[config.mk]
export PLATFORM = sky130hd
export DESIGN_NAME = serial_master
export DESIGN_NICKNAME = d
export VERILOG_FILES = /design/src/source/serial_pkg.sv /design/src/source/serial_word_fifo.sv /design/src/source/serial_clkgen.sv /design/src/source/serial_duplex.sv /design/src/source/serial_master.sv
export SDC_FILE = /design/constraint.sdc
export NUM_CORES = 1
export LEC_CHECK = 0
export BUFFER_PORTS_ARGS = -buffer_cell sky130_fd_sc_hd__buf_2
export CORE_MARGIN = 2
export CORE_UTILIZATION = 40
export CTS_BUF_LIST = sky130_fd_sc_hd__clkbuf_8
export CTS_CLUSTER_DIAMETER = 40
export DETAILED_ROUTE_END_ITERATION = 10
export GPL_TIMING_DRIVEN = 0
export MAX_ROUTING_LAYER = met4
export PLACE_DENSITY_LB_ADDON = 0.1
export SLEW_MARGIN = 20
export SYNTH_ARGS = -nofsm -noshare
export SYNTH_HDL_FRONTEND = slang
export SYNTH_SLANG_ARGS = --single-unit
[constraint.sdc]
create_clock -name serial_clk -period 5.67 [get_ports serial_clk]
set_input_delay 0.567 -clock serial_clk [delete_from_list [all_inputs] [get_ports serial_clk]]
set_output_delay 0.567 -clock serial_clk [all_outputs]
set_load 0.01 [all_outputs]
[src/source/serial_pkg.sv]
/*
 * shared definitions for the 3-wire serial master
 *   word width and bit order
 *   idle levels of the serial clock and data lines
 *   serial clock divider ratio and queue depth
 *   word type and transmitter state enum
 */

`default_nettype none

package serial_pkg;

	// ------------------------------------------------------------
	// serial word format
	// ------------------------------------------------------------
	// bits per serial word
	localparam int word_bits = 8;
	// 1: lsb goes out first, 0: msb goes out first
	localparam bit lowbit_first = 1'b1;

	// ------------------------------------------------------------
	// line levels and timing
	// ------------------------------------------------------------
	// sck rests high, data launched on fall, sampled on rise
	localparam bit sck_idle = 1'b1;
	localparam bit sdo_idle = 1'b1;
	// serial_clk cycles per sck half period
	localparam int sck_half = 4;

	// entries per word queue
	localparam int fifo_depth = 4;

	// one serial word
	typedef logic [word_bits-1:0] word_t;

	// transmitter states
	typedef enum logic [0:0] {tx_idle, tx_shift} tx_state_e;

endpackage

`default_nettype wire

[src/source/serial_word_fifo.sv]
/*
 * synchronous word queue
 *   circular buffer with read and write pointers
 *   occupancy count with empty and full flags
 */

`default_nettype none
`timescale 1ns/1ps

module serial_word_fifo #(
	parameter int depth = serial_pkg::fifo_depth
) (
	input  wire                serial_clk,
	input  wire                in_rst,
	input  wire                push,
	input  serial_pkg::word_t  push_data,
	input  wire                pop,
	output serial_pkg::word_t  head,
	output logic               empty,
	output logic               full
);

	// at least one pointer bit even for a single entry
	typedef logic [$clog2(depth > 1 ? depth : 2)-1:0] ptr_t;
	typedef logic [$clog2(depth + 1)-1:0] count_t;

	serial_pkg::word_t mem [depth];
	ptr_t wr_ptr;
	ptr_t rd_ptr;
	count_t count;
	logic do_push;
	logic do_pop;

	// full refuses a push, empty refuses a pop
	assign do_push = push && !full;
	assign do_pop = pop && !empty;

	assign empty = count == '0;
	assign full = int'(count) == depth;
	// oldest entry, valid while not empty
	assign head = mem[rd_ptr];

	always_ff @(posedge serial_clk or posedge in_rst) begin
		if (in_rst) begin
			wr_ptr <= '0;
			rd_ptr <= '0;
			count <= '0;
		end else begin
			// pointers wrap at depth, not at a power of two
			if (do_push)
				wr_ptr <= int'(wr_ptr) == depth - 1 ? '0 : wr_ptr + 1'b1;
			if (do_pop)
				rd_ptr <= int'(rd_ptr) == depth - 1 ? '0 : rd_ptr + 1'b1;
			// push with pop leaves the count alone
			if (do_push && !do_pop)
				count <= count + 1'b1;
			else if (do_pop && !do_push)
				count <= count - 1'b1;
		end
	end

	// storage
	always_ff @(posedge serial_clk) begin
		if (do_push)
			mem[wr_ptr] <= push_data;
	end

	a_count_range: assert property (@(posedge serial_clk) disable iff (in_rst)
		int'(count) <= depth);

endmodule

`default_nettype wire

[src/source/serial_clkgen.sv]
/*
 * serial clock generator
 *   divides serial_clk into a gated sck
 *   one-cycle fall and rise strobes aligned with the sck toggles
 */

`default_nettype none
`timescale 1ns/1ps

module serial_clkgen (
	input  wire  serial_clk,
	input  wire  in_rst,
	// keep sck toggling while high
	input  wire  run,
	output logic sck,
	output logic fall_stb,
	output logic rise_stb
);

	typedef logic [$clog2(serial_pkg::sck_half)-1:0] half_cnt_t;

	// cycles spent in the current half period
	half_cnt_t half_cnt;
	logic half_end;

	assign half_end = int'(half_cnt) == serial_pkg::sck_half - 1;

	// ------------------------------------------------------------
	// half-period counter and sck phase
	// ------------------------------------------------------------
	always_ff @(posedge serial_clk or posedge in_rst) begin
		if (in_rst) begin
			sck <= serial_pkg::sck_idle;
			half_cnt <= '0;
			fall_stb <= 1'b0;
			rise_stb <= 1'b0;
		end else begin
			// strobes are single cycle
			fall_stb <= 1'b0;
			rise_stb <= 1'b0;
			if (!run && sck == serial_pkg::sck_idle) begin
				// parked at idle level, restart a full half on next run
				half_cnt <= '0;
			end else if (half_end) begin
				half_cnt <= '0;
				sck <= ~sck;
				// strobe names follow the new sck level
				fall_stb <= sck;
				rise_stb <= ~sck;
			end else begin
				// an active half always completes, even if run dropped
				half_cnt <= half_cnt + 1'b1;
			end
		end
	end

	// sck cannot go both ways in one cycle
	a_one_edge: assert property (@(posedge serial_clk) disable iff (in_rst)
		!(fall_stb && rise_stb));

endmodule

`default_nettype wire

[src/source/serial_duplex.sv]
/*
 * duplex serial core
 *   transmit FSM with bit counter and word register
 *   receive assembler with its own bit counter
 *   word done strobes for both directions
 */

`default_nettype none
`timescale 1ns/1ps

module serial_duplex (
	input  wire                serial_clk,
	input  wire                in_rst,
	// edge strobes from the clock generator
	input  wire                fall_stb,
	input  wire                rise_stb,
	// transmit queue side
	input  serial_pkg::word_t  tx_word,
	input  wire                tx_avail,
	output logic               tx_load,
	output logic               tx_active,
	output logic               tx_word_done,
	output logic               sdo,
	// receive side
	input  wire                rx_enable,
	input  wire                sdi,
	output serial_pkg::word_t  rx_word,
	output logic               rx_valid
);

	typedef logic [$clog2(serial_pkg::word_bits)-1:0] bit_idx_t;

	// map a bit counter onto a word index for the configured order
	function automatic bit_idx_t bit_pos(input bit_idx_t cnt);
		if (serial_pkg::lowbit_first)
			return cnt;
		else
			return bit_idx_t'(serial_pkg::word_bits - 1 - int'(cnt));
	endfunction

	// ------------------------------------------------------------
	// transmit
	// ------------------------------------------------------------
	serial_pkg::tx_state_e tx_state;
	bit_idx_t tx_cnt;
	serial_pkg::word_t tx_shreg;
	logic tx_last;
	// fall strobe where a new word may start
	logic tx_reload;

	assign tx_last = int'(tx_cnt) == serial_pkg::word_bits - 1;
	assign tx_reload = fall_stb && (tx_state == serial_pkg::tx_idle || tx_last);

	// pop the queue in the same cycle the word is captured
	assign tx_load = tx_reload && tx_avail;
	assign tx_active = tx_state == serial_pkg::tx_shift;
	// fall strobe closing the last bit
	assign tx_word_done = fall_stb && tx_state == serial_pkg::tx_shift && tx_last;

	always_ff @(posedge serial_clk or posedge in_rst) begin
		if (in_rst) begin
			tx_state <= serial_pkg::tx_idle;
			tx_cnt <= '0;
			sdo <= serial_pkg::sdo_idle;
		end else if (tx_reload) begin
			tx_cnt <= '0;
			if (tx_avail) begin
				// next word follows without a gap
				tx_state <= serial_pkg::tx_shift;
				sdo <= tx_word[bit_pos('0)];
			end else begin
				tx_state <= serial_pkg::tx_idle;
				sdo <= serial_pkg::sdo_idle;
			end
		end else if (fall_stb) begin
			// mid word, launch the next bit
			tx_cnt <= tx_cnt + 1'b1;
			sdo <= tx_shreg[bit_pos(tx_cnt + 1'b1)];
		end
	end

	// word being shifted out
	always_ff @(posedge serial_clk) begin
		if (tx_load)
			tx_shreg <= tx_word;
	end

	// ------------------------------------------------------------
	// receive
	// ------------------------------------------------------------
	bit_idx_t rx_cnt;
	serial_pkg::word_t rx_shreg;
	logic rx_last;
	logic rx_sample;

	assign rx_last = int'(rx_cnt) == serial_pkg::word_bits - 1;
	assign rx_sample = rx_enable && rise_stb;

	always_ff @(posedge serial_clk or posedge in_rst) begin
		if (in_rst) begin
			rx_cnt <= '0;
			rx_valid <= 1'b0;
		end else begin
			rx_valid <= 1'b0;
			if (!rx_enable) begin
				// drop any partial word
				rx_cnt <= '0;
			end else if (rise_stb) begin
				if (rx_last) begin
					rx_cnt <= '0;
					// word complete one cycle after the last sample
					rx_valid <= 1'b1;
				end else begin
					rx_cnt <= rx_cnt + 1'b1;
				end
			end
		end
	end

	// sdi into its slot of the word
	always_ff @(posedge serial_clk) begin
		if (rx_sample)
			rx_shreg[bit_pos(rx_cnt)] <= sdi;
	end

	assign rx_word = rx_shreg;

	// ------------------------------------------------------------
	// checks
	// ------------------------------------------------------------
	// a load pops the queue, so it needs a word there
	a_load_avail: assert property (@(posedge serial_clk) disable iff (in_rst)
		tx_load |-> tx_avail);

	// line rests whenever the transmitter is idle
	a_idle_sdo: assert property (@(posedge serial_clk) disable iff (in_rst)
		tx_state == serial_pkg::tx_idle |-> sdo == serial_pkg::sdo_idle);

endmodule

`default_nettype wire

[src/source/serial_master.sv]
/*
 * 3-wire serial master top level
 *   transmit and receive word queues
 *   sck generator and duplex core
 *   receive overflow flag
 */

`default_nettype none
`timescale 1ns/1ps

module serial_master (
	input  wire                serial_clk,
	input  wire                in_rst,
	// host transmit side
	input  serial_pkg::word_t  tx_data,
	input  wire                tx_push,
	output logic               tx_full,
	// host receive side
	input  wire                rx_enable,
	output serial_pkg::word_t  rx_data,
	input  wire                rx_pop,
	output logic               rx_empty,
	output logic               rx_overflow,
	// status pulses
	output logic               tx_word_done,
	output logic               rx_word_done,
	// chip side
	output logic               sck,
	output logic               sdo,
	input  wire                sdi
);

	serial_pkg::word_t tx_word;
	serial_pkg::word_t rx_word;
	logic tx_empty;
	logic tx_load;
	logic tx_active;
	logic rx_valid;
	logic rx_full;
	logic run;
	logic fall_stb;
	logic rise_stb;

	// ------------------------------------------------------------
	// clock enable and status
	// ------------------------------------------------------------
	// sck runs while words wait, one is on the wire, or rx is on
	assign run = !tx_empty || tx_active || rx_enable;

	// finished word with nowhere to go, the queue drops it
	assign rx_overflow = rx_valid && rx_full;
	assign rx_word_done = rx_valid;

	serial_word_fifo #(
		.depth(serial_pkg::fifo_depth)
	) u_tx_fifo (
		.serial_clk(serial_clk),
		.in_rst(in_rst),
		.push(tx_push),
		.push_data(tx_data),
		.pop(tx_load),
		.head(tx_word),
		.empty(tx_empty),
		.full(tx_full)
	);

	serial_clkgen u_clkgen (
		.serial_clk(serial_clk),
		.in_rst(in_rst),
		.run(run),
		.sck(sck),
		.fall_stb(fall_stb),
		.rise_stb(rise_stb)
	);

	serial_duplex u_duplex (
		.serial_clk(serial_clk),
		.in_rst(in_rst),
		.fall_stb(fall_stb),
		.rise_stb(rise_stb),
		.tx_word(tx_word),
		.tx_avail(!tx_empty),
		.tx_load(tx_load),
		.tx_active(tx_active),
		.tx_word_done(tx_word_done),
		.sdo(sdo),
		.rx_enable(rx_enable),
		.sdi(sdi),
		.rx_word(rx_word),
		.rx_valid(rx_valid)
	);

	serial_word_fifo #(
		.depth(serial_pkg::fifo_depth)
	) u_rx_fifo (
		.serial_clk(serial_clk),
		.in_rst(in_rst),
		.push(rx_valid),
		.push_data(rx_word),
		.pop(rx_pop),
		.head(rx_data),
		.empty(rx_empty),
		.full(rx_full)
	);

endmodule

`default_nettype wire

==> metrics.cfg <==
[global_routing]
antenna_found_initial=0
grt_first_pass_wirelength_mm=10.9
first_global_vias=2143
grt_max_degree=29
grt-ovfl-total=0
grt_util_all_layers=0.128

[detailed_routing]
drt-total-wl_mm=6.41
dr.pass1.iters=4
avgRoutedWirePerCell_um=14.8
drtIter0Drc=72
vias=2083
drc=0
antenna_left=0
via_per_inst=4.81

[pwr]
swShare=0.305
p_switching_mw=0.643
leakagePower_nw=1.86
clockPowerShare=0.211
sequentialPowerShare=0.512
intPower_mw=1.46
p_per_area_nw_per_um2=427
combPwrFrac=0.277
peakVddDrop_mv=0.154

[die]
die_w_um=109
core_um2=10800
die_area_um2=11900
io_pins=29
rows=38
initial_core_util=0.409
die_height_um=109

[status]
status=finished, final reports clean

[synthesis]
synth_nets=282
synth.distinct_cells=38
synth-seq-area-share=0.701
synth-seq-cells=108
synth.top_cell.area_share=0.542
synth_top_area_cell=edfxtp_1
yosysMostFrequentCell=edfxtp_1
synth_area_leaders=edfxtp_1, dfrtp_1, mux4_2
synth_area_per_cell_um2=17.8
syn-instance-count=249
synth-edff-count=80
synth_area_um2=4430
ys_async_sr_fraction=0.259
ys_warn_count=0
synthTopCellsByCount=edfxtp_1, dfrtp_1, ha_1
ys.flop_type=edfxtp_1

[clocking]
clkTransAtPathRegs_ns=0.10
cts_tree=done
cts_buffer_depth=2
root_buffer=clkbuf_8
cts_hold_buf=0
h-tree-depth=3
clk_latency_ns=0.36
cts_resized=0
clock-sinks=108
numCtsBuffers=9
postCtsSetupBuffers=0

[sta]
finalHoldViolCount=0
whs_ns=0.260
setup_violations=0
finalCriticalPeriod_ns=2.46
finalCritPeriodShare=0.435
slew_violations=0
fin_worst_skew_ns=0.00953
setup_ws_ns=3.21
max_slew_margin=0.591
fmax_mhz=406
finalSetupTns_ns=0
rsz0062_at_grt=false
worstMarginPinSlew_ns=0.612

[setup_path]
critPathMaxStageDelay_ns=0.47
crit_path_frequent_cell=ha_1
worst-path-max-fanout=5
crit_buf_inv=1
r2r-start=u_duplex.tx_cnt[0]
arrival_ns=2.75
crit_path_end_kind=flip-flop
startpoint_type=flip-flop
cp.required_ns=5.96
path_cells=ha_1 -> ha_1 -> nand2b_1 -> nand3_1 -> ha_1 -> inv_1 -> fa_1 -> xor2_1 -> nor2_1 -> xor2_1
startpoint=u_duplex.tx_cnt[0]
worstSetupPathType=reg2reg
crit_family=adder cells
cpMaxStageDelayCell=dfrtp_1

[final_layout]
antenna_cells=0
layout.nets=321
areaGrowthSynthToFinish_pct=11.3
post-route-util=0.455
layout-drive-gt1-share=0.253

[placed_design]
place_hpwl_mm=4.49
io_buffers=28
preCtsSetupSlack_ns=3.15
place_congestion=0.697

[min_path]
hold_path_class=in2async

[flow_run]
cap_violations=0

-- layout make-up --
class,instances,area (um2)
fillers,966,5910
flip-flops and latches,108,3110
multi-input cells,122,1240
well taps,140,175
repair buffers,28,140
clock buffers,9,124
clock inverters,7,62.6
inverters,12,45.0
plain buffers,7,37.5
-- flip-flops by register name, indices dropped and copies added (netlist names), 3 cells and up --
name               flops
u_duplex.rx_cnt        3
u_duplex.tx_shreg      8
u_tx_fifo.mem         32
u_rx_fifo.count        3
u_tx_fifo.count        3
u_duplex.rx_word       8
u_duplex.tx_cnt        3
u_rx_fifo.mem         32
-- worst register-to-register path, stage by stage (launching register included) --
cell	delay, ns
dfrtp_1	0.47
ha_1	0.23
ha_1	0.21
nand2b_1	0.19
nand3_1	0.23
ha_1	0.22
inv_1	0.06
fa_1	0.37
xor2_1	0.15
nor2_1	0.12
xor2_1	0.15
-- cells in the final DEF, fill, tap and decap left out, types with 2 or more instances in the layout --
cell      netlist  final
and2_1         10     10
and3_1          3      3
edfxtp_1       80     80
mux2_2         10     10
dfrtp_1        26     26
xor2_1          5      5
ha_1           17     17
inv_6           0      4
nor2_1         16     16
clkbuf_8        0      9
nand3_1         5      5
clkbuf_1        2      2
fa_1            2      2
buf_2           2     30
inv_8           0      2
mux4_1          7      7
nand2b_1        2      2
dfstp_2         2      2
xnor2_1         2      2
mux2i_1         2      2
nor3_1          6      6
mux4_2         11     11
o22ai_1         2      2
inv_1          12     11
nor2b_1         3      3
nand2_1         7      7
-- layer usage --
metal	routed length (um)	share of wire	vias up	global-route usage
li1	-	-	1020	-
met1	2840	0.44	1024	0.151
met2	3240	0.51	26	0.209
met3	203	0.032	13	0.0335
met4	123	0.019	0	0.0515
met5	0	0	-	-
-- power by group through the flow --
stage / clock network (mW) / registers (mW) / logic (mW)
6_report: 0.445 / 1.08 / 0.584
5_1_grt: 0.493 / 1.10 / 0.669
4_1_cts: 0.464 / 1.08 / 0.603
3_5_place_dp: 0 / 1.10 / 0.603
3_3_place_gp: 0 / 1.10 / 0.595
2_1_floorplan: 0 / 1.08 / 0.452
-- stage by stage --
stage | power, mW | cell area, um2 | cells
2_1_floorplan | 1.53 | 4430 | 249
3_3_place_gp | 1.69 | 4750 | 417
3_5_place_dp | 1.70 | 4750 | 417
4_1_cts | 2.15 | 4930 | 433
5_1_grt | 2.26 | 4930 | 433
6_report | 2.11 | 4930 | 433
-- worst paths after layout --
kind                                        endpoint  slack (ns)  cells after the start
worst min-delay path             u_rx_fifo.rd_ptr[0]        0.26                      2
max in group asynchronous       u_clkgen.half_cnt[1]        5.00                      2
min in group serial_clk          u_tx_fifo.mem[0][6]        0.40                      1
worst max register to register    u_tx_fifo.count[2]        3.21                     10
worst min register to register  u_clkgen.half_cnt[0]        0.46                      1
worst max-delay path              u_tx_fifo.count[2]        3.21                     10
-- kinds of logic after synthesis --
group / Yosys count / share of synthesized area
flip-flops: 108 / 0.701
XOR/XNOR: 7 / 0.0138
AND/OR/NAND/NOR: 56 / 0.0658
AO/OA/AOI/OAI: 10 / 0.0167
adder cells (fa/ha/maj): 19 / 0.0570
buffers and inverters: 19 / 0.0186
multiplexers: 30 / 0.127
No activity file was read; power rests on OpenSTA's default activity.
